<file path="config.mk">
export PLATFORM = sky130hd
export DESIGN_NAME = pong_top
export DESIGN_NICKNAME = d
export VERILOG_FILES = /design/src/verilog/pong_pkg.sv /design/src/verilog/pong_top.sv /design/src/verilog/game_controller_for_two.sv /design/src/verilog/peer_reg_bank.sv /design/src/verilog/speed_divider.sv
export SDC_FILE = /design/constraint.sdc
export NUM_CORES = 1
export LEC_CHECK = 0
export ABC_AREA = 1
export BUFFER_PORTS_ARGS = -buffer_cell sky130_fd_sc_hd__buf_2
export CORE_UTILIZATION = 55
export DETAILED_ROUTE_END_ITERATION = 8
export PLACE_DENSITY_LB_ADDON = 0.12
export SYNTH_ARGS = -nofsm -noshare
export SYNTH_HDL_FRONTEND = slang
export SYNTH_SLANG_ARGS = --single-unit
</file>
<file path="constraint.sdc">
create_clock -name clk_25MHZ -period 6.15 [get_ports clk_25MHZ]
set_input_delay 1.23 -clock clk_25MHZ [delete_from_list [all_inputs] [get_ports clk_25MHZ]]
set_output_delay 1.23 -clock clk_25MHZ [all_outputs]
set_load 0.005 [all_outputs]
</file>
<file path="src/verilog/pong_pkg.sv">
package pong_pkg;

    // Screen geometry in pixels.
    localparam logic [9:0] WIDTH_LO    = 10'd320;
    localparam logic [9:0] WIDTH_HI    = 10'd640;
    localparam logic [9:0] EDGE_MARGIN = 10'd20;
    localparam logic [9:0] Y_MAX_LO    = 10'd239;
    localparam logic [9:0] Y_MAX_HI    = 10'd479;

    // Ball motion.
    localparam logic [9:0]        X_STEP      = 10'd10;
    localparam logic [9:0]        Y_START     = 10'd220;
    localparam logic [9:0]        X_RETURN    = 10'd620;
    localparam logic signed [7:0] Y_VEL_START = -8'sd3;

    // APB byte addresses of the peer register bank.
    localparam logic [7:0] REG_Y_HI    = 8'h00;
    localparam logic [7:0] REG_Y_LO    = 8'h04;
    localparam logic [7:0] REG_YSPEED  = 8'h08;
    localparam logic [7:0] REG_GRAVITY = 8'h0C;
    localparam logic [7:0] REG_SPEED   = 8'h10;
    localparam logic [7:0] REG_WIN     = 8'h14;
    localparam logic [7:0] REG_CTRL    = 8'h18;
    localparam logic [7:0] REG_TX_Y    = 8'h1C;
    localparam logic [7:0] REG_TX_VY   = 8'h20;
    localparam logic [7:0] REG_TX_STAT = 8'h24;

    typedef struct packed {
        logic [9:0]        y;
        logic signed [7:0] vy;
        logic [1:0]        gravity;
        logic              speed_sel;  // 1 full period, 0 half.
        logic              win;
    } ball_rx_t;

    typedef struct packed {
        logic [9:0]        y;
        logic signed [7:0] vy;
        logic [1:0]        gravity;
        logic              send;
    } ball_tx_t;

endpackage
</file>
<file path="src/verilog/pong_top.sv">
`timescale 1ns/1ps

module pong_top
    import pong_pkg::*;
#(
    parameter int BASE_PERIOD = 270000
) (
    input  logic       clk_25MHZ,
    input  logic       reset,
    input  logic [7:0] paddr,
    input  logic       psel,
    input  logic       penable,
    input  logic       pwrite,
    input  logic [7:0] pwdata,
    output logic [7:0] prdata,
    output logic       pready,
    input  logic       game_start,
    input  logic       collision_detected,
    input  logic       upscale,
    input  logic [9:0] estimated_speed,
    input  logic       master_done,
    output logic [9:0] ball_x,
    output logic [9:0] ball_y,
    output logic       ball_send_trigger,
    output logic       game_over,
    output logic       is_you_win,
    output logic       is_idle,
    output logic       moving_left,
    output logic       moving_right
);

    ball_rx_t    rx;
    ball_tx_t    tx;
    logic        slave_done;
    logic        div_start;
    logic        div_done;
    logic [9:0]  div_divisor;
    logic [19:0] quotient;

    peer_reg_bank i_peer_reg_bank (
        .clk_25MHZ  (clk_25MHZ),
        .reset      (reset),
        .paddr      (paddr),
        .psel       (psel),
        .penable    (penable),
        .pwrite     (pwrite),
        .pwdata     (pwdata),
        .prdata     (prdata),
        .pready     (pready),
        .rx         (rx),
        .slave_done (slave_done),
        .tx         (tx)
    );

    speed_divider #(
        .BASE_PERIOD(BASE_PERIOD)
    ) i_speed_divider (
        .clk_25MHZ (clk_25MHZ),
        .reset     (reset),
        .start     (div_start),
        .divisor   (div_divisor),
        .done      (div_done),
        .quotient  (quotient)
    );

    game_controller_for_two #(
        .BASE_PERIOD(BASE_PERIOD)
    ) i_game_controller (
        .clk_25MHZ          (clk_25MHZ),
        .reset              (reset),
        .upscale            (upscale),
        .game_start         (game_start),
        .collision_detected (collision_detected),
        .estimated_speed    (estimated_speed),
        .rx                 (rx),
        .slave_done         (slave_done),
        .master_done        (master_done),
        .div_done           (div_done),
        .quotient           (quotient),
        .div_start          (div_start),
        .div_divisor        (div_divisor),
        .tx                 (tx),
        .ball_x             (ball_x),
        .ball_y             (ball_y),
        .ball_send_trigger  (ball_send_trigger),
        .game_over          (game_over),
        .is_you_win         (is_you_win),
        .is_idle            (is_idle),
        .moving_left        (moving_left),
        .moving_right       (moving_right)
    );

endmodule

</file>
<file path="src/verilog/game_controller_for_two.sv">
`timescale 1ns/1ps

module game_controller_for_two
    import pong_pkg::*;
#(
    parameter int BASE_PERIOD = 270000
) (
    input  logic        clk_25MHZ,
    input  logic        reset,
    input  logic        upscale,
    input  logic        game_start,
    input  logic        collision_detected,
    input  logic [9:0]  estimated_speed,
    input  ball_rx_t    rx,
    input  logic        slave_done,
    input  logic        master_done,
    input  logic        div_done,
    input  logic [19:0] quotient,
    output logic        div_start,
    output logic [9:0]  div_divisor,
    output ball_tx_t    tx,
    output logic [9:0]  ball_x,
    output logic [9:0]  ball_y,
    output logic        ball_send_trigger,
    output logic        game_over,
    output logic        is_you_win,
    output logic        is_idle,
    output logic        moving_left,
    output logic        moving_right
);

    localparam logic [19:0] PERIOD_FULL = 20'(BASE_PERIOD);
    localparam logic [19:0] PERIOD_HALF = 20'(BASE_PERIOD / 2);

    typedef enum logic [2:0] {
        IDLE,
        WAIT,
        WIN_FLAG,
        WAIT_WIN_FLAG,
        RUNNING_RIGHT,
        RUNNING_LEFT,
        STOP,
        SEND_BALL
    } state_t;

    state_t state, state_next;

    logic [9:0]        ball_x_next, ball_y_next;
    logic signed [7:0] ball_vel, ball_vel_next;
    logic [1:0]        grav, grav_next;
    logic [19:0]       counter, counter_next;
    logic [19:0]       period, period_next;
    logic              game_over_next;
    logic              send_next;
    logic              win_next;
    logic              load_rx;

    logic [9:0]         y_max;
    logic [9:0]         x_edge;
    logic               step;
    logic signed [11:0] y_sum;
    logic [9:0]         y_step;
    logic signed [7:0]  vel_step;
    logic               speed_hit;
    logic [9:0]         safe_speed;

    assign y_max  = upscale ? Y_MAX_HI : Y_MAX_LO;
    assign x_edge = (upscale ? WIDTH_HI : WIDTH_LO) - EDGE_MARGIN;
    assign step   = counter >= period;

    assign speed_hit  = collision_detected && (state == RUNNING_RIGHT);
    assign safe_speed = (estimated_speed < 10'd2) ? 10'd1 : estimated_speed;

    assign tx = '{y: ball_y, vy: ball_vel, gravity: grav, send: ball_send_trigger};

    // Vertical motion shared by both directions.
    always_comb begin
        y_sum    = $signed({2'b00, ball_y}) + 12'(ball_vel);
        vel_step = (grav == 2'd3) ? ball_vel + 8'sd1 : ball_vel;  // Gravity.
        y_step   = y_sum[9:0];
        if (y_sum >= $signed({2'b00, y_max})) begin
            y_step   = y_max;
            vel_step = -vel_step;
        end else if (y_sum <= 12'sd0) begin
            y_step   = '0;
            vel_step = -vel_step;
        end
    end

    always_ff @(posedge clk_25MHZ or posedge reset) begin
        if (reset) begin
            state             <= IDLE;
            ball_x            <= '0;
            ball_y            <= Y_START;
            ball_vel          <= Y_VEL_START;
            grav              <= '0;
            counter           <= '0;
            period            <= PERIOD_FULL;
            game_over         <= 1'b0;
            ball_send_trigger <= 1'b0;
            is_you_win        <= 1'b0;
            div_start         <= 1'b0;
        end else begin
            state             <= state_next;
            ball_x            <= ball_x_next;
            ball_y            <= ball_y_next;
            ball_vel          <= ball_vel_next;
            grav              <= grav_next;
            counter           <= counter_next;
            period            <= period_next;
            game_over         <= game_over_next;
            ball_send_trigger <= send_next;
            is_you_win        <= win_next;
            div_start         <= speed_hit;  // One clock per collision cycle.
        end
    end

    always_ff @(posedge clk_25MHZ) begin
        if (speed_hit) begin
            div_divisor <= safe_speed;
        end
    end

    always_comb begin
        state_next     = state;
        ball_x_next    = ball_x;
        ball_y_next    = ball_y;
        ball_vel_next  = ball_vel;
        grav_next      = grav;
        counter_next   = counter;
        period_next    = div_done ? quotient : period;
        game_over_next = 1'b0;
        send_next      = 1'b0;
        win_next       = is_you_win;
        load_rx        = 1'b0;
        is_idle        = 1'b0;
        moving_left    = 1'b0;
        moving_right   = 1'b0;

        case (state)
            IDLE: begin
                is_idle       = 1'b1;
                ball_x_next   = '0;
                ball_y_next   = Y_START;
                ball_vel_next = Y_VEL_START;
                grav_next     = '0;
                counter_next  = '0;
                period_next   = PERIOD_FULL;
                if (game_start) begin
                    state_next = RUNNING_RIGHT;
                    win_next   = 1'b0;
                end
                if (slave_done) begin
                    state_next = WAIT;
                    load_rx    = 1'b1;
                end
            end

            WAIT: begin
                is_idle = 1'b1;
                if (!slave_done) begin
                    state_next = RUNNING_LEFT;
                end
            end

            WIN_FLAG: begin
                is_idle = 1'b1;  // Waits for a win report or a returned ball.
                if (!master_done && slave_done) begin
                    if (rx.win) begin
                        state_next = WAIT_WIN_FLAG;
                        win_next   = 1'b1;
                    end else begin
                        state_next = WAIT;
                        load_rx    = 1'b1;
                    end
                end
                if (game_start) begin
                    state_next = IDLE;
                end
            end

            WAIT_WIN_FLAG: begin
                is_idle = 1'b1;
                if (!slave_done) begin
                    state_next = IDLE;
                end
            end

            RUNNING_RIGHT: begin
                moving_right = 1'b1;
                if (ball_x >= x_edge) begin
                    state_next   = SEND_BALL;
                    counter_next = '0;
                end else if (step) begin
                    ball_x_next   = ball_x + X_STEP;
                    ball_y_next   = y_step;
                    ball_vel_next = vel_step;
                    grav_next     = grav + 2'd1;
                    counter_next  = '0;
                end else begin
                    counter_next = counter + 20'd1;
                end
            end

            RUNNING_LEFT: begin
                moving_left = 1'b1;
                if (collision_detected) begin
                    state_next   = RUNNING_RIGHT;
                    counter_next = '0;
                end else if (ball_x == '0) begin
                    state_next     = STOP;  // Missed the returned ball.
                    game_over_next = 1'b1;
                end else if (step) begin
                    ball_x_next   = ball_x - X_STEP;
                    ball_y_next   = y_step;
                    ball_vel_next = vel_step;
                    grav_next     = grav + 2'd1;
                    counter_next  = '0;
                end else begin
                    counter_next = counter + 20'd1;
                end
            end

            STOP: begin
                game_over_next = 1'b1;
                if (slave_done) begin
                    state_next     = IDLE;
                    game_over_next = 1'b0;
                end
            end

            SEND_BALL: begin
                send_next = 1'b1;  // Held until the link is done.
                if (game_start) begin
                    state_next = IDLE;
                    send_next  = 1'b0;
                end
                if (master_done) begin
                    state_next = WIN_FLAG;
                    send_next  = 1'b0;
                end
            end

            default: state_next = IDLE;
        endcase

        if (load_rx) begin
            ball_x_next   = X_RETURN;
            ball_y_next   = rx.y;
            ball_vel_next = rx.vy;
            grav_next     = rx.gravity;
            period_next   = rx.speed_sel ? PERIOD_FULL : PERIOD_HALF;
            counter_next  = '0;
            win_next      = 1'b0;
        end
    end

endmodule

</file>
<file path="src/verilog/peer_reg_bank.sv">
`timescale 1ns/1ps

module peer_reg_bank
    import pong_pkg::*;
(
    input  logic     clk_25MHZ,
    input  logic     reset,
    input  logic [7:0] paddr,
    input  logic     psel,
    input  logic     penable,
    input  logic     pwrite,
    input  logic [7:0] pwdata,
    output logic [7:0] prdata,
    output logic     pready,
    output ball_rx_t rx,
    output logic     slave_done,
    input  ball_tx_t tx
);

    logic [7:0] y_hi;
    logic [7:0] y_lo;
    logic [7:0] yspeed;
    logic [7:0] gravity;
    logic [7:0] speed;
    logic [7:0] win;
    logic [7:0] ctrl;
    logic       access;

    assign access = psel && penable;
    assign pready = 1'b1;  // No wait states.

    always_ff @(posedge clk_25MHZ or posedge reset) begin
        if (reset) begin
            y_hi    <= '0;
            y_lo    <= '0;
            yspeed  <= '0;
            gravity <= '0;
            speed   <= '0;
            win     <= '0;
            ctrl    <= '0;
        end else if (access && pwrite) begin
            case (paddr)
                REG_Y_HI:    y_hi    <= pwdata;
                REG_Y_LO:    y_lo    <= pwdata;
                REG_YSPEED:  yspeed  <= pwdata;
                REG_GRAVITY: gravity <= pwdata;
                REG_SPEED:   speed   <= pwdata;
                REG_WIN:     win     <= pwdata;
                REG_CTRL:    ctrl    <= pwdata;
                default: ;             // Status registers are read only.
            endcase
        end
    end

    assign rx = '{
        y:         {y_hi[1:0], y_lo},
        vy:        yspeed,
        gravity:   gravity[1:0],
        speed_sel: speed[0],
        win:       win[0]
    };
    assign slave_done = ctrl[0];

    always_comb begin
        prdata = '0;
        if (access && !pwrite) begin
            case (paddr)
                REG_Y_HI:    prdata = y_hi;
                REG_Y_LO:    prdata = y_lo;
                REG_YSPEED:  prdata = yspeed;
                REG_GRAVITY: prdata = gravity;
                REG_SPEED:   prdata = speed;
                REG_WIN:     prdata = win;
                REG_CTRL:    prdata = ctrl;
                REG_TX_Y:    prdata = tx.y[7:0];
                REG_TX_VY:   prdata = tx.vy;
                REG_TX_STAT: prdata = {tx.send, 3'b000, tx.gravity, tx.y[9:8]};
                default:     prdata = '0;
            endcase
        end
    end

endmodule

</file>
<file path="src/verilog/speed_divider.sv">
`timescale 1ns/1ps

module speed_divider #(
    parameter int BASE_PERIOD = 270000
) (
    input  logic        clk_25MHZ,
    input  logic        reset,
    input  logic        start,
    input  logic [9:0]  divisor,
    output logic        done,
    output logic [19:0] quotient
);

    localparam logic [19:0] DIVIDEND = 20'(BASE_PERIOD);

    logic        busy;
    logic [4:0]  count;
    logic [9:0]  rem;
    logic [9:0]  dsr;
    logic [19:0] work;      // Dividend bits out, quotient bits in.
    logic [10:0] trial;
    logic [10:0] diff;
    logic        fits;

    assign trial = {rem, work[19]};
    assign diff  = trial - {1'b0, dsr};
    assign fits  = trial >= {1'b0, dsr};

    always_ff @(posedge clk_25MHZ or posedge reset) begin
        if (reset) begin
            busy  <= 1'b0;
            count <= '0;
            done  <= 1'b0;
        end else begin
            done <= 1'b0;
            if (start) begin
                busy  <= 1'b1;   // Restarts a running division too.
                count <= 5'd19;
            end else if (busy) begin
                if (count == 5'd0) begin
                    busy <= 1'b0;
                    done <= 1'b1;
                end else begin
                    count <= count - 5'd1;
                end
            end
        end
    end

    always_ff @(posedge clk_25MHZ) begin
        if (start) begin
            rem  <= '0;
            work <= DIVIDEND;
            dsr  <= divisor;
        end else if (busy) begin
            rem  <= fits ? diff[9:0] : trial[9:0];
            work <= {work[18:0], fits};
            if (count == 5'd0) begin
                quotient <= {work[18:0], fits};  // Held until the next result.
            end
        end
    end

endmodule

</file>
[Word-level counts from Yosys, hierarchy flattened]
Index checks and enable logic that the tools add are counted.
Storage, ports and cells
  word-level logic and storage cells: 195
  output and inout bits: 35
  register bits: 210
  input port bits: 35
Cells by class
  bitwise gates (word level): 1
  $lt $le $gt $ge: 6
  add/subtract/negate cells: 10
  reduce and logical (&&, ||, !) cells: 30
  multiplexer cells: 87
  equality and inequality tests: 35
Operators by type and width (number)
  two-way mux 20 bit: 8
  two-way mux 10 bit: 15
  case mux 8 bit (10 select lines): 1
  two-way mux 8 bit: 9
  case mux 10 bit (3 select lines): 2
  case mux 20 bit (3 select lines): 1
  two-way mux 3 bit: 12
  == test 8 x 5 -> 1 bit, second input constant: 4
  case mux 3 bit (8 select lines): 1
  case mux 8 bit (3 select lines): 1
  two-way mux 1 bit: 22
  inequality test 3 x 2 -> 1 bit, second input constant: 7
  adder 20 x 1 -> 20 bit, second input constant: 1
  >= comparator 20 bit: 1
  two-way mux 19 bit: 1
  AND reduction 2 bit: 9
  == test 8 x 4 -> 1 bit, second input constant: 2
  == test 8 x 6 -> 1 bit, second input constant: 2
  two-way mux 5 bit: 3
  adder 11 x 8 -> 12 bit: 1
  == test 3 bit, second input constant: 4
  >= comparator 12 x 11 -> 1 bit: 1
  less-or-equal comparator 12 x 1 -> 1 bit, second input constant: 1
  two-way mux 2 bit: 6
  other kinds (38): 54

[Logic depth before layout (Yosys ltp)]
Gate-level depths: netlist of the first run.
  depth after elaboration: 10
  gate-level depth with buffers: 20
  mapped depth without buffers: 20

[Modules after synthesis]
From an unflattened synthesis of the first run, not the netlist that was laid out.
Second synthesis, totals
  cell total of the unflattened synthesis: 1651
  area, all modules: 12792.3 um^2
Modules (own cells, without submodules)
  game_controller_for_two: seq. area each 2227.1 um^2, instances 1, cells each 891, area each 6530.0 um^2
  peer_reg_bank: seq. area each 1401.3 um^2, instances 1, cells each 417, area each 3204.3 um^2
  speed_divider: seq. area each 1676.6 um^2, instances 1, cells each 343, area each 3057.9 um^2

[Least setup slack after synthesis of the first run]
No wires, ideal clock.
  kind: input to output
  from: in paddr[1]
  to: out prdata[5]
  cell stages on the path: 7
  path slack: 2.343 ns
  required time: 4.920 ns
  arrival time: 2.577 ns
  cells stage by stage: nor2_1 nand2_1 inv_1 nand2_1 nor2_2 o41ai_1 nor2_1
On the way
  cells in the longest elaborated chain, start to end: 3
  elaborated cells between the ends (all ways): 12
  classes of those cells: eq/ne (9); mux (2); reduce/logical (1)
RTL lines
  start, declared: RTL line pong_top.sv:10  | input logic [7:0] paddr,
  == test 8 x 6 -> 1 bit, or another cell as far along: RTL line peer_reg_bank.sv:67  | case (paddr)
  case mux 8 bit (10 select lines) *: RTL line peer_reg_bank.sv:67
  two-way mux 8 bit *: RTL line peer_reg_bank.sv:66  | if (access && !pwrite) begin
  end, declared: RTL line pong_top.sv:15  | output logic [7:0] prdata,
Every way passes the cells marked *; elsewhere a longest branch is shown, timed or not.

[Worst setup path in the final report of the first run]
  from: in paddr[1]
  to: out prdata[1]
The elaborated chain is that of the path after synthesis.

==> impl_results.md, run 1 <==
* Pre-antenna DRT Iters at 5
* Slowest Stage Delay on Critical Path at around 380 ps
* Instance count of the mapped netlist at ~1500
* Initial drt markers at 619
* Utilization of the core after routing at 0.621
* Number of nets with antenna violations after routing at 0
* Min-Delay Path Class: flop to flop
* Proportion of synthesized chip area in sequential cells at 0.453
* Final antenna diode count at 0
* Fill cell instance count of the final layout at 1924
* Cell-by-cell trace of the critical path: buf_2 > nor2_1 > nand2_1 > nor2_1 > inv_1 > nor2_2 > o41ai_1 > buf_4 > a41oi_1 > buf_2
* Unrepaired setup endpoints after global routing: no
* Vert. Die Dim at about 150 µm
* Count of pins over their slew limit at 0
* Number of sinks driven by the clock tree at about 210
* Setup TNS at 0 ps
* Synthesized area divided by synthesized cell count at slightly above 8 µm²
* Slew headroom at 0.283
* Number of cells traversed by the worst hold path at 0
* Total vias in the final route at slightly below 10000
* Critical Path Start: paddr[1]
* Detailed-route wire length per cell at 16.2 µm
* Post-route met1 wirelength at around 14000 µm
* Initial Utilization at 0.559
* GRT Util Overall at 0.273
* Source-to-sink clock delay at the later pin of the worst-skew pair at 520 ps
* Synth Net Count at 1550
* Number of placement rows at 53
* Reg2reg start: i_game_controller.ball_vel[0]
* Classification of the worst setup path: primary input to output pin
* Post_cts resized at 0
* Buffers added on ports at 67
* Chip Width at 148 µm
* Maximum net fanout on the critical path at 10
* Residual DRC at 0
* Ys flop type: sky130_fd_sc_hd__dfrtp_1
* Routability congestion estimate from global placement at between 0.9 and 1
* Post-DP HPWL at ~21000 µm
* Hold Crit Endpoint: i_speed_divider.dsr[0]
* Met2 Wirelength at 12800 µm
* Cell leakage power at approximately 6.2 nW
* Growth of design area from synthesis to finish at 11.1%
* Peak supply drop at roughly 0.31 mV
* Count of flip-flops with a built-in enable after synthesis at 40
* Overall routed net length at roughly 29000 µm
* GRT overflow at 0
* Number of synthesis warnings at 0
* Number of antenna violations at the first check in global routing at 0
* Number of register bits inferred by synthesis at 209
* Highest-delay cell along the critical path: sky130_fd_sc_hd__nor2_2
* Clock skew at approximately 7.5 ps
* Status: complete, no violations
* Area share of the leading cell type in the synthesized netlist at 0.254
* Count of non-filler cells in the finished layout at 1795
* Number of placed I/O pins at 70
* Maximum buffer depth of the clock tree at 3
* Ranking of synthesized cells by area: sky130_fd_sc_hd__dfrtp_1, sky130_fd_sc_hd__nand2_1, sky130_fd_sc_hd__edfxtp_1
* Slew @ Worst Pin at around 1100 ps
* Num CTS Buffers at 23
* Via count of the first global-routing pass at 9127
* Endpoint type of the worst setup path: output pin
* Fraction of layout cells with a size suffix above 1 at 0.113
* Pin count of the biggest net entering global routing at ~110
* Clock slew seen by the registers of the worst setup and hold paths at ~60 ps
* Critical path arrival at around 3100 ps
* Bufs and invs on worst path at 4
* Routed wl met3 at a little over 2000 µm
* Areal power density over the cells at 526 nW/µm²
* Final critical-path required period at 4350 ps
* Clock root buffer: sky130_fd_sc_hd__clkbuf_16
* Placed Cells incl. Taps at about 1800
* Number of distinct library cells after synthesis at 60
* Die Footprint at 21900 µm²
* Fmax at 230 MHz
* Count of hold-fix buffers inserted at cts at 0
* Critical Path Start Type: primary input
* Cell class contributing the biggest share of worst-path delay: simple AND/OR/NAND/NOR gates
* Combined area of all synthesized cells at 11700 µm²
* Critical path data required time at 4920 ps
* Post-CTS Setup Bufs at 0
* H-tree level count at 1
* Slack of the worst reg-to-reg path at ~2600 ps
* Cell type with the highest aggregate area in the netlist: sky130_fd_sc_hd__dfrtp_1
* Average vias per placed instance at 5.51
* Ys async rst share at 0.665
* Logic depth of the worst register-to-register path at 19
* Final Net Count at 1601
* Destination of the worst register-to-register timing path: i_game_controller.ball_vel[6]
* TritonCTS clock tree: done
* DR top layer: met4
* Final setup violation count at 0
* Share of the clock period used by the worst path after layout at 0.708
* Max Cap Viol at 0
* Worst Min Path Start: i_game_controller.div_divisor[0]
* Hold violation total from the final report at 0
* Placeable core region at 21000 µm²
* First-pass GRT wire length at between 40000 and 50000 µm
## registers in the layout (all words and copies together), names as in the netlist, 2 cells and up
name                           count
i_peer_reg_bank.yspeed             8
i_game_controller.grav             2
i_game_controller.ball_x           9
i_game_controller.ball_y          10
i_peer_reg_bank.ctrl               8
i_speed_divider.work              20
i_speed_divider.count              5
i_speed_divider.dsr               10
i_peer_reg_bank.speed              8
i_peer_reg_bank.y_lo               8
i_game_controller.ball_vel         8
i_speed_divider.rem               10
i_peer_reg_bank.win                8
i_game_controller.counter         20
i_game_controller.div_divisor     10
i_peer_reg_bank.y_hi               8
i_game_controller.state            3
i_game_controller.period          20
i_peer_reg_bank.gravity            8
i_speed_divider.quotient          20
## cell usage after synthesis (9+ instances only)
cell type                  number
sky130_fd_sc_hd__inv_1        170
sky130_fd_sc_hd__nand3_1       86
sky130_fd_sc_hd__edfxtp_1      40
sky130_fd_sc_hd__xor2_1        28
sky130_fd_sc_hd__inv_2          9
sky130_fd_sc_hd__o21ai_0      139
sky130_fd_sc_hd__nor2_1       128
sky130_fd_sc_hd__buf_2          9
sky130_fd_sc_hd__ha_1          60
sky130_fd_sc_hd__dfrtp_1      119
sky130_fd_sc_hd__a221oi_1      14
sky130_fd_sc_hd__nand2_1      330
sky130_fd_sc_hd__dfstp_2       20
sky130_fd_sc_hd__clkbuf_1      30
sky130_fd_sc_hd__a21oi_1       78
sky130_fd_sc_hd__dfxtp_1       30
sky130_fd_sc_hd__nor3_1        20
sky130_fd_sc_hd__nand4_1       19
sky130_fd_sc_hd__a31oi_1       10
## metal layers
metal / GRT usage / up-vias
li1: - / 4919
met1: 0.402 / 4661
met2: 0.425 / 277
met3: 0.0475 / 37
met4: 0.0531 / 0
met5: 0 / -
## power by group
part	leakage [nW]	switching [mW]	internal, mW
registers	2.42	0.326	1.84
clock network	0.387	0.561	0.885
logic	3.40	2.11	1.12
total	6.21	3.00	3.85
## cell usage in the layout (no fill, tap or decap), drive strengths merged, types with 5 or more instances in the layout
cell / n
edfxtp: 40
a221oi: 14
o21ai: 146
a41oi: 5
nand3: 88
buf: 73
nor3: 24
xor2: 28
dfstp: 20
o22ai: 5
nor2: 138
ha: 60
dfrtp: 119
clkbuf: 30
inv: 181
nand4: 19
a21oi: 81
xnor2: 8
nand2: 337
clkinv: 9
dfxtp: 30
o211ai: 7
a31oi: 10
## how the worst max path moves through the flow
stage	endpoint	slack, ps	depth (start not counted)
2_1_floorplan	i_game_controller.ball_send_trigger	1230	1
3_3_place_gp	prdata[1]	1860	10
3_5_place_dp	prdata[1]	1850	10
4_1_cts	prdata[1]	1840	10
5_1_grt	prdata[1]	1650	10
6_report	prdata[1]	1800	10
## cells by family after synthesis
family          after synthesis  synth area share
flops                       209             0.453
other cells                   2          0.000641
simple gates                624             0.231
buf+inv                     230            0.0792
compound gates              288             0.140
fa+ha+maj                    63            0.0692
xor+xnor                     36            0.0269
## layout make-up
cell class,count,area (µm²),area share
Inverter,183,699,0.0538
Clock buffer,30,622,0.0478
Tap cell,275,344,0.0264
Timing Repair Buffer,73,380,0.0292
Clock inverter,12,174,0.0134
Sequential cell,209,5310,0.408
Multi-Input combinational cell,1013,5480,0.422
## stage by stage
stage,power (mW),hold slack (ps),area (µm²),setup slack [ps]
after global routing,7.46,424,13000,1650
after CTS,6.86,418,13000,1840
after detailed placement,5.38,405,12200,1850
after floorplan,4.64,400,11700,1230
after global placement,5.30,402,12200,1860
final,6.84,417,13000,1800
No activity file was read; power rests on OpenSTA's default activity.
==> run 2: changes to the inputs <==
--- a/config.mk
+++ b/config.mk
@@ -5,7 +5,7 @@
 export SDC_FILE = /design/constraint.sdc
 export NUM_CORES = 1
 export LEC_CHECK = 0
-export ABC_AREA = 1
+export ABC_AREA = 0
 export BUFFER_PORTS_ARGS = -buffer_cell sky130_fd_sc_hd__buf_2
 export CORE_UTILIZATION = 55
 export DETAILED_ROUTE_END_ITERATION = 8
==> constraint.sdc (replaced) <==
create_clock -name clk_25MHZ -period 4.2 [get_ports clk_25MHZ]
set_input_delay 0.84 -clock clk_25MHZ [delete_from_list [all_inputs] [get_ports clk_25MHZ]]
set_output_delay 0.84 -clock clk_25MHZ [all_outputs]
set_load 0.005 [all_outputs]
==> impl_results.md, run 2 <==
* Initial Utilization at 0.559
* Number of placed I/O pins at 70
* Number of nets with antenna violations after routing at 0
* Instance count of the mapped netlist at roughly 1100
* Top cells by instance count after synthesis: sky130_fd_sc_hd__dfrtp_1, sky130_fd_sc_hd__nor2_1, sky130_fd_sc_hd__nand2_1
* Source-to-sink clock delay at the later pin of the worst-skew pair at between 500 and 600 ps
* Critical path arrival at roughly 3200 ps
* Clock skew at ~10 ps
* Combined area of the multi-input logic cells at 5520 µm²
* Chip Width at 145 µm
* Min Hold Slack at between 400 and 500 ps
* Number of register bits inferred by synthesis at 209
* Setup TNS at 0 ps
* Final critical-path required period at approximately 4000 ps
* Slew @ Worst Pin at 1030 ps
* Ys async rst share at 0.665
* Count of hold-fix buffers inserted at cts at 0
* Fmax at about 250 MHz
* Final setup violation count at 0
* H-tree level count at 1
* Detailed-route wire length per cell at 17.8 µm
* Share of synthesized area spent on multiplexers at 0.0849
* Growth of design area from synthesis to finish at 11.8%
* Post-synthesis share of cell area spent on and, or, nand and nor gates at 0.128
* GRT Util Overall at 0.246
* Areal power density over the cells at 720 nW/µm²
* Buffers added on ports at 67
* Cell-by-cell trace of the critical path: buf_2 > or4_1 > or3_1 > nor3_2 > a22o_1 > a221oi_1 > o2111a_1 > nor2_1 > buf_2
* Synth Net Count at ~1200
* Proportion of synthesized chip area in sequential cells at 0.470
* Area share of the leading cell type in the synthesized netlist at 0.264
* GRT overflow at 0
* Cell type with the highest aggregate area in the netlist: sky130_fd_sc_hd__dfrtp_1
* Pin count of the biggest net entering global routing at 140
* Residual DRC at 0
* Classification of the worst setup path: primary input to output pin
* Min-Delay Path Class: flop to flop
* Commonest non-fill, non-tap cell in the layout: sky130_fd_sc_hd__dfrtp_1
* Clock slew seen by the registers of the worst setup and hold paths at 60 ps
* Dominant combinational cell family by area after synthesis: compound AO/OA/AOI/OAI gates
* Count of flip-flops with a built-in enable after synthesis at 40
* Combined area of all synthesized cells at 11300 µm²
* Adder-cell area share of the yosys netlist at 0.0719
* TritonCTS clock tree: done
* Overall routed net length at approximately 26000 µm
* Post_cts resized at 0
* Placeable core region at just over 20000 µm²
* Final antenna diode count at 0
* Status: complete, no violations
* Endpoint type of the worst setup path: output pin
* Number of placement rows at 52
* Reg area at 5310 µm²
* Pre-antenna DRT Iters at 5
* Number of antenna violations at the first check in global routing at 1
* Area share of xor/xnor cells in the synthesized design at 0.0372
* Share of the clock period used by the worst path after layout at 0.951
* Pre-CTS worst setup slack at between 200 and 250 ps
* First-pass GRT wire length at ~42000 µm
* Max Cap Viol at 0
* Slew headroom at 0.307
* Die Footprint at roughly 21000 µm²
* Maximum buffer depth of the clock tree at 3
* Fraction of layout cells with a size suffix above 1 at 0.195
* Synthesized area divided by synthesized cell count at ~10 µm²
* Hold violation total from the final report at 0
* Number of distinct library cells after synthesis at about 80
* Number of synthesis warnings at 0
* Num CTS Buffers at 24
* Maximum net fanout on the critical path at 9
* Critical Path Start Type: primary input
* Most numerous cell in the Yosys netlist: sky130_fd_sc_hd__dfrtp_1
* Ranking of synthesized cells by area: sky130_fd_sc_hd__dfrtp_1, sky130_fd_sc_hd__edfxtp_1, sky130_fd_sc_hd__ha_1
* Via count of the first global-routing pass at about 8000
* Post-CTS Setup Bufs at 0
* Post-DP HPWL at ~18000 µm
* Routability congestion estimate from global placement at ~0.9
* Total vias in the final route at approximately 8400
* Top library cells by usage in the layout, fill and taps aside: sky130_fd_sc_hd__dfrtp_1, sky130_fd_sc_hd__nor2_1, sky130_fd_sc_hd__nand2_1, sky130_fd_sc_hd__buf_2
* Final Net Count at about 1200
* Final worst slack at roughly 200 ps
* Average vias per placed instance at between 5 and 6
* Clock root buffer: sky130_fd_sc_hd__clkbuf_16
* Count of pins over their slew limit at 0
* Peak supply drop at ~0.41 mV
* Unrepaired setup endpoints after global routing: no
* Critical path data required time at ~3400 ps
* Number of sinks driven by the clock tree at 209
* Most frequent CP cell: sky130_fd_sc_hd__buf_2
* Highest-delay cell along the critical path: sky130_fd_sc_hd__or4_1
* Cell leakage power at around 5.7 nW
* Synthesized-area fraction occupied by ao, oa, aoi and oai cells at 0.166
* Slowest Stage Delay on Critical Path at 570 ps
* Fill cell instance count of the final layout at 1669
* Ys flop type: sky130_fd_sc_hd__dfrtp_1
* Initial drt markers at 533
* Vert. Die Dim at 145 µm
-- run 2: cell count changes after synthesis, sizes merged, moves of 12 or more --
cell / previous run / this run
a21oi: 81 / 57
xnor2: 8 / 27
o21ai: 146 / 58
mux2: 0 / 61
nand2b: 0 / 13
a22oi: 1 / 20
mux2i: 0 / 27
nand2: 337 / 80
nand3: 88 / 21
nor2: 138 / 99
and2: 0 / 12
a21o: 1 / 16
inv: 180 / 62
a211oi: 4 / 16
-- run 2: layout make-up --
class	instances	share of cell area
multi-input combinational	771	0.438
sequential	209	0.421
clock buffer	27	0.0493
timing repair buffer	78	0.0351
tap	270	0.0268
inverter	62	0.0188
clock inverter	17	0.0117
-- run 2: logic make-up after synthesis --
kind of cell	after synthesis
buffers and inverters	114
flip-flops	209
adder cells (fa/ha/maj)	63
XOR/XNOR	47
multiplexers	88
AND/OR/NAND/NOR	299
other	2
AO/OA/AOI/OAI	272
-- run 2: worst paths after layout --
| check | start | to | slack, ps | cells past startpoint |
|---|---|---|---|---|
| min in group asynchronous | reset | i_game_controller.state[0] | 490 | 3 |
| worst max register to register | i_game_controller.ball_vel[0] | i_game_controller.ball_y[3] | 210 | 16 |
| worst max-delay path | paddr[1] | prdata[5] | 200 | 9 |
| worst min register to register | i_game_controller.div_divisor[2] | i_speed_divider.dsr[2] | 420 | 0 |
| max in group asynchronous | reset | i_peer_reg_bank.y_hi[6] | 3080 | 3 |
| worst min-delay path | i_game_controller.div_divisor[2] | i_speed_divider.dsr[2] | 420 | 0 |
-- run 2: power by group --
group / leakage, nW / internal, mW / total [mW] / switching, mW
sequential: 2.44 / 2.67 / 3.17 / 0.500
combinational: 2.91 / 1.62 / 3.89 / 2.28
clock: 0.374 / 1.19 / 2.02 / 0.833
-- run 2: worst max-delay path: cells and delay by family --
family | cells | cell delay, ps
AND/OR/NAND/NOR | 4 | 1630
buffers and inverters | 2 | 230
AO/OA/AOI/OAI | 3 | 450
-- run 2: metal layers --
metal  track usage  up-vias  share of wire
met4        0.0600        0          0.017
met1         0.364     4063           0.47
li1              -     4099              -
met2         0.372      239           0.45
met3        0.0456       39          0.064
met5             0        -              0
-- run 2: through the flow --
| step | util | instances | instance area [µm²] | power (mW) |
|---|---|---|---|---|
| global route | 0.625 | 1434 | 12600 | 9.75 |
| floorplan | - | 1094 | 11300 | 6.09 |
| global placement | 0.587 | 1390 | 11800 | 6.97 |
| finish | 0.625 | 1434 | 12600 | 9.08 |
| detailed placement | 0.587 | 1390 | 11800 | 7.04 |
| CTS | 0.625 | 1434 | 12600 | 9.12 |
==> run 3: changes to the inputs <==
--- a/config.mk
+++ b/config.mk
@@ -6,9 +6,9 @@
 export NUM_CORES = 1
 export LEC_CHECK = 0
 export ABC_AREA = 0
-export BUFFER_PORTS_ARGS = -buffer_cell sky130_fd_sc_hd__buf_2
 export CORE_UTILIZATION = 55
 export DETAILED_ROUTE_END_ITERATION = 8
+export DONT_BUFFER_PORTS = 1
 export PLACE_DENSITY_LB_ADDON = 0.12
 export SYNTH_ARGS = -nofsm -noshare
 export SYNTH_HDL_FRONTEND = slang
==> impl_results.md, run 3 (same netlist as run 2, synthesis figures left out) <==
* Status: complete, no violations
* Buffers added on ports at 0
* Source-to-sink clock delay at the later pin of the worst-skew pair at approximately 520 ps
* Total vias in the final route at ~8200
* Post-CTS Setup Bufs at 0
* Count of hold-fix buffers inserted at cts at 0
* Max Cap Viol at 0
* Pre-antenna DRT Iters at 5
* GRT overflow at 0
* Clock slew seen by the registers of the worst setup and hold paths at roughly 60 ps
* Unrepaired setup endpoints after global routing: no
* Number of sinks driven by the clock tree at roughly 210
* Combined area of the multi-input logic cells at between 5000 and 6000 µm²
* Classification of the worst setup path: flop to flop
* Slew @ Worst Pin at ~1100 ps
* Fraction of layout cells with a size suffix above 1 at 0.151
* Maximum buffer depth of the clock tree at 3
* Fmax at 252 MHz
* Cell leakage power at around 5.5 nW
* Peak supply drop at 0.388 mV
* Reg area at around 5300 µm²
* Cell Area, Placed at 11500 µm²
* Clock root buffer: sky130_fd_sc_hd__clkbuf_16
* Final Net Count at around 1200
* First-pass GRT wire length at 42500 µm
* Final setup violation count at 0
* Average vias per placed instance at around 6.0
* Initial Utilization at 0.559
* Top library cells by usage in the layout, fill and taps aside: sky130_fd_sc_hd__dfrtp_1, sky130_fd_sc_hd__nor2_1, sky130_fd_sc_hd__nand2_1, sky130_fd_sc_hd__inv_1, sky130_fd_sc_hd__mux2_2
* Num CTS Buffers at 24
* Placed Cells incl. Taps at 1327
* Slew headroom at 0.249
* Chip Width at between 100 and 150 µm
* Number of antenna violations at the first check in global routing at 2
* Growth of design area from synthesis to finish at 9.55%
* Number of placement rows at 52
* GRT Util Overall at 0.249
* Pin count of the biggest net entering global routing at 111
* Share of the clock period used by the worst path after layout at 0.947
* Min-Delay Path Class: primary input to async pin
* Clock skew at approximately 23 ps
* Number of placed I/O pins at 70
* Critical path arrival at 4410 ps
* Die Footprint at roughly 21000 µm²
* Initial drt markers at around 530
* Fill cell instance count of the final layout at roughly 1700
* Routability congestion estimate from global placement at between 0.8 and 0.9
* Endpoint type of the worst setup path: flop
* Placeable core region at between 20000 and 25000 µm²
* Overall power at ~9 mW
* Vert. Die Dim at 145 µm
* H-tree level count at 1
* Post-DP HPWL at around 18000 µm
* Post_cts resized at 0
* Hold violation total from the final report at 0
* Count of pins over their slew limit at 0
* Critical path data required time at ~4600 ps
* Number of nets with antenna violations after routing at 0
* TritonCTS clock tree: done
* Critical Path Start Type: flop
* Setup TNS at 0 ps
* Maximum net fanout on the critical path at 8
* Final design instance area without fill at approximately 12000 µm²
* Commonest non-fill, non-tap cell in the layout: sky130_fd_sc_hd__dfrtp_1
* Areal power density over the cells at around 740 nW/µm²
* Residual DRC at 0
* Via count of the first global-routing pass at 8099
* Count of non-filler cells in the finished layout at 1373
* Detailed-route wire length per cell at 18.8 µm
* Overall routed net length at approximately 26000 µm
* Final critical-path required period at slightly below 4000 ps
-- run 3: cell types whose count changed in the layout (fill, tap and decap cells not counted) --
| cell | change |
|---|---|
| sky130_fd_sc_hd__clkinv_1 | -4 |
| sky130_fd_sc_hd__bufinv_16 | +2 |
| sky130_fd_sc_hd__buf_12 | -1 |
| sky130_fd_sc_hd__clkinvlp_4 | +1 |
| sky130_fd_sc_hd__clkbuf_16 | +1 |
| sky130_fd_sc_hd__diode_2 | +2 |
| sky130_fd_sc_hd__clkbuf_1 | +2 |
| sky130_fd_sc_hd__buf_2 | -67 |
| sky130_fd_sc_hd__clkinv_4 | -1 |
| sky130_fd_sc_hd__clkinv_8 | -1 |
| sky130_fd_sc_hd__buf_4 | +5 |
-- run 3: report_power, final --
| group | total (mW) | switching (mW) | internal [mW] |
|---|---|---|---|
| Combinational | 3.80 | 2.25 | 1.55 |
| Clock | 2.18 | 0.834 | 1.35 |
| Sequential | 3.18 | 0.516 | 2.67 |
| Total | 9.16 | 3.60 | 5.57 |
-- run 3: path summary, 6_finish.rpt --
path                                                  start                          end  slack [ps]  depth (start not counted)
setup / recovery              i_game_controller.ball_vel[0]  i_game_controller.ball_y[3]         220                         16
min in group clk_25MHZ     i_game_controller.div_divisor[3]       i_speed_divider.dsr[3]         420                          0
hold reg to reg            i_game_controller.div_divisor[3]       i_speed_divider.dsr[3]         420                          0
hold / removal                                        reset  i_game_controller.game_over         290                          1
max in group asynchronous                             reset      i_peer_reg_bank.ctrl[4]        2880                          2
setup reg to reg              i_game_controller.ball_vel[0]  i_game_controller.ball_y[3]         220                         16
-- run 3: cell type report --
| class | instances | area share |
|---|---|---|
| multi-input combinational | 771 | 0.446 |
| sequential | 209 | 0.429 |
| clock buffer | 30 | 0.0530 |
| tap | 270 | 0.0273 |
| inverter | 62 | 0.0191 |
| clock inverter | 14 | 0.0142 |
| timing repair buffer | 15 | 0.0101 |
| antenna | 2 | 0.000405 |
-- run 3: per-layer routing --
layer / up-vias / GRT usage / wire (µm)
met5: - / 0 / 0
met3: 61 / 0.0667 / 2020
met1: 3973 / 0.349 / 12000
met4: 0 / 0.0795 / 676
met2: 247 / 0.376 / 11100
li1: 3960 / - / -
-- run 3: metrics by stage --
step | util | hold WS (ps) | setup WS (ps)
floorplan | - | 400 | 646
global placement | 0.571 | 403 | 373
detailed placement | 0.571 | 405 | 263
CTS | 0.612 | 297 | 259
global route | 0.612 | 322 | 5.16
finish | 0.613 | 287 | 225
-- run 3: critical path, cell delays in order (launching register included) --
cell and delay (ps):
sky130_fd_sc_hd__dfstp_2 600, sky130_fd_sc_hd__ha_1 220, sky130_fd_sc_hd__inv_1 70, sky130_fd_sc_hd__fa_1 390
sky130_fd_sc_hd__nand2b_1 200, sky130_fd_sc_hd__a21oi_1 180, sky130_fd_sc_hd__xor2_1 300, sky130_fd_sc_hd__ha_1 170
sky130_fd_sc_hd__nand2_1 40, sky130_fd_sc_hd__nand4b_1 160, sky130_fd_sc_hd__o31ai_1 260, sky130_fd_sc_hd__nand2_1 80
sky130_fd_sc_hd__o311a_2 490, sky130_fd_sc_hd__a21oi_4 210, sky130_fd_sc_hd__nand2b_1 210, sky130_fd_sc_hd__a21oi_1 60
sky130_fd_sc_hd__o31ai_1 250
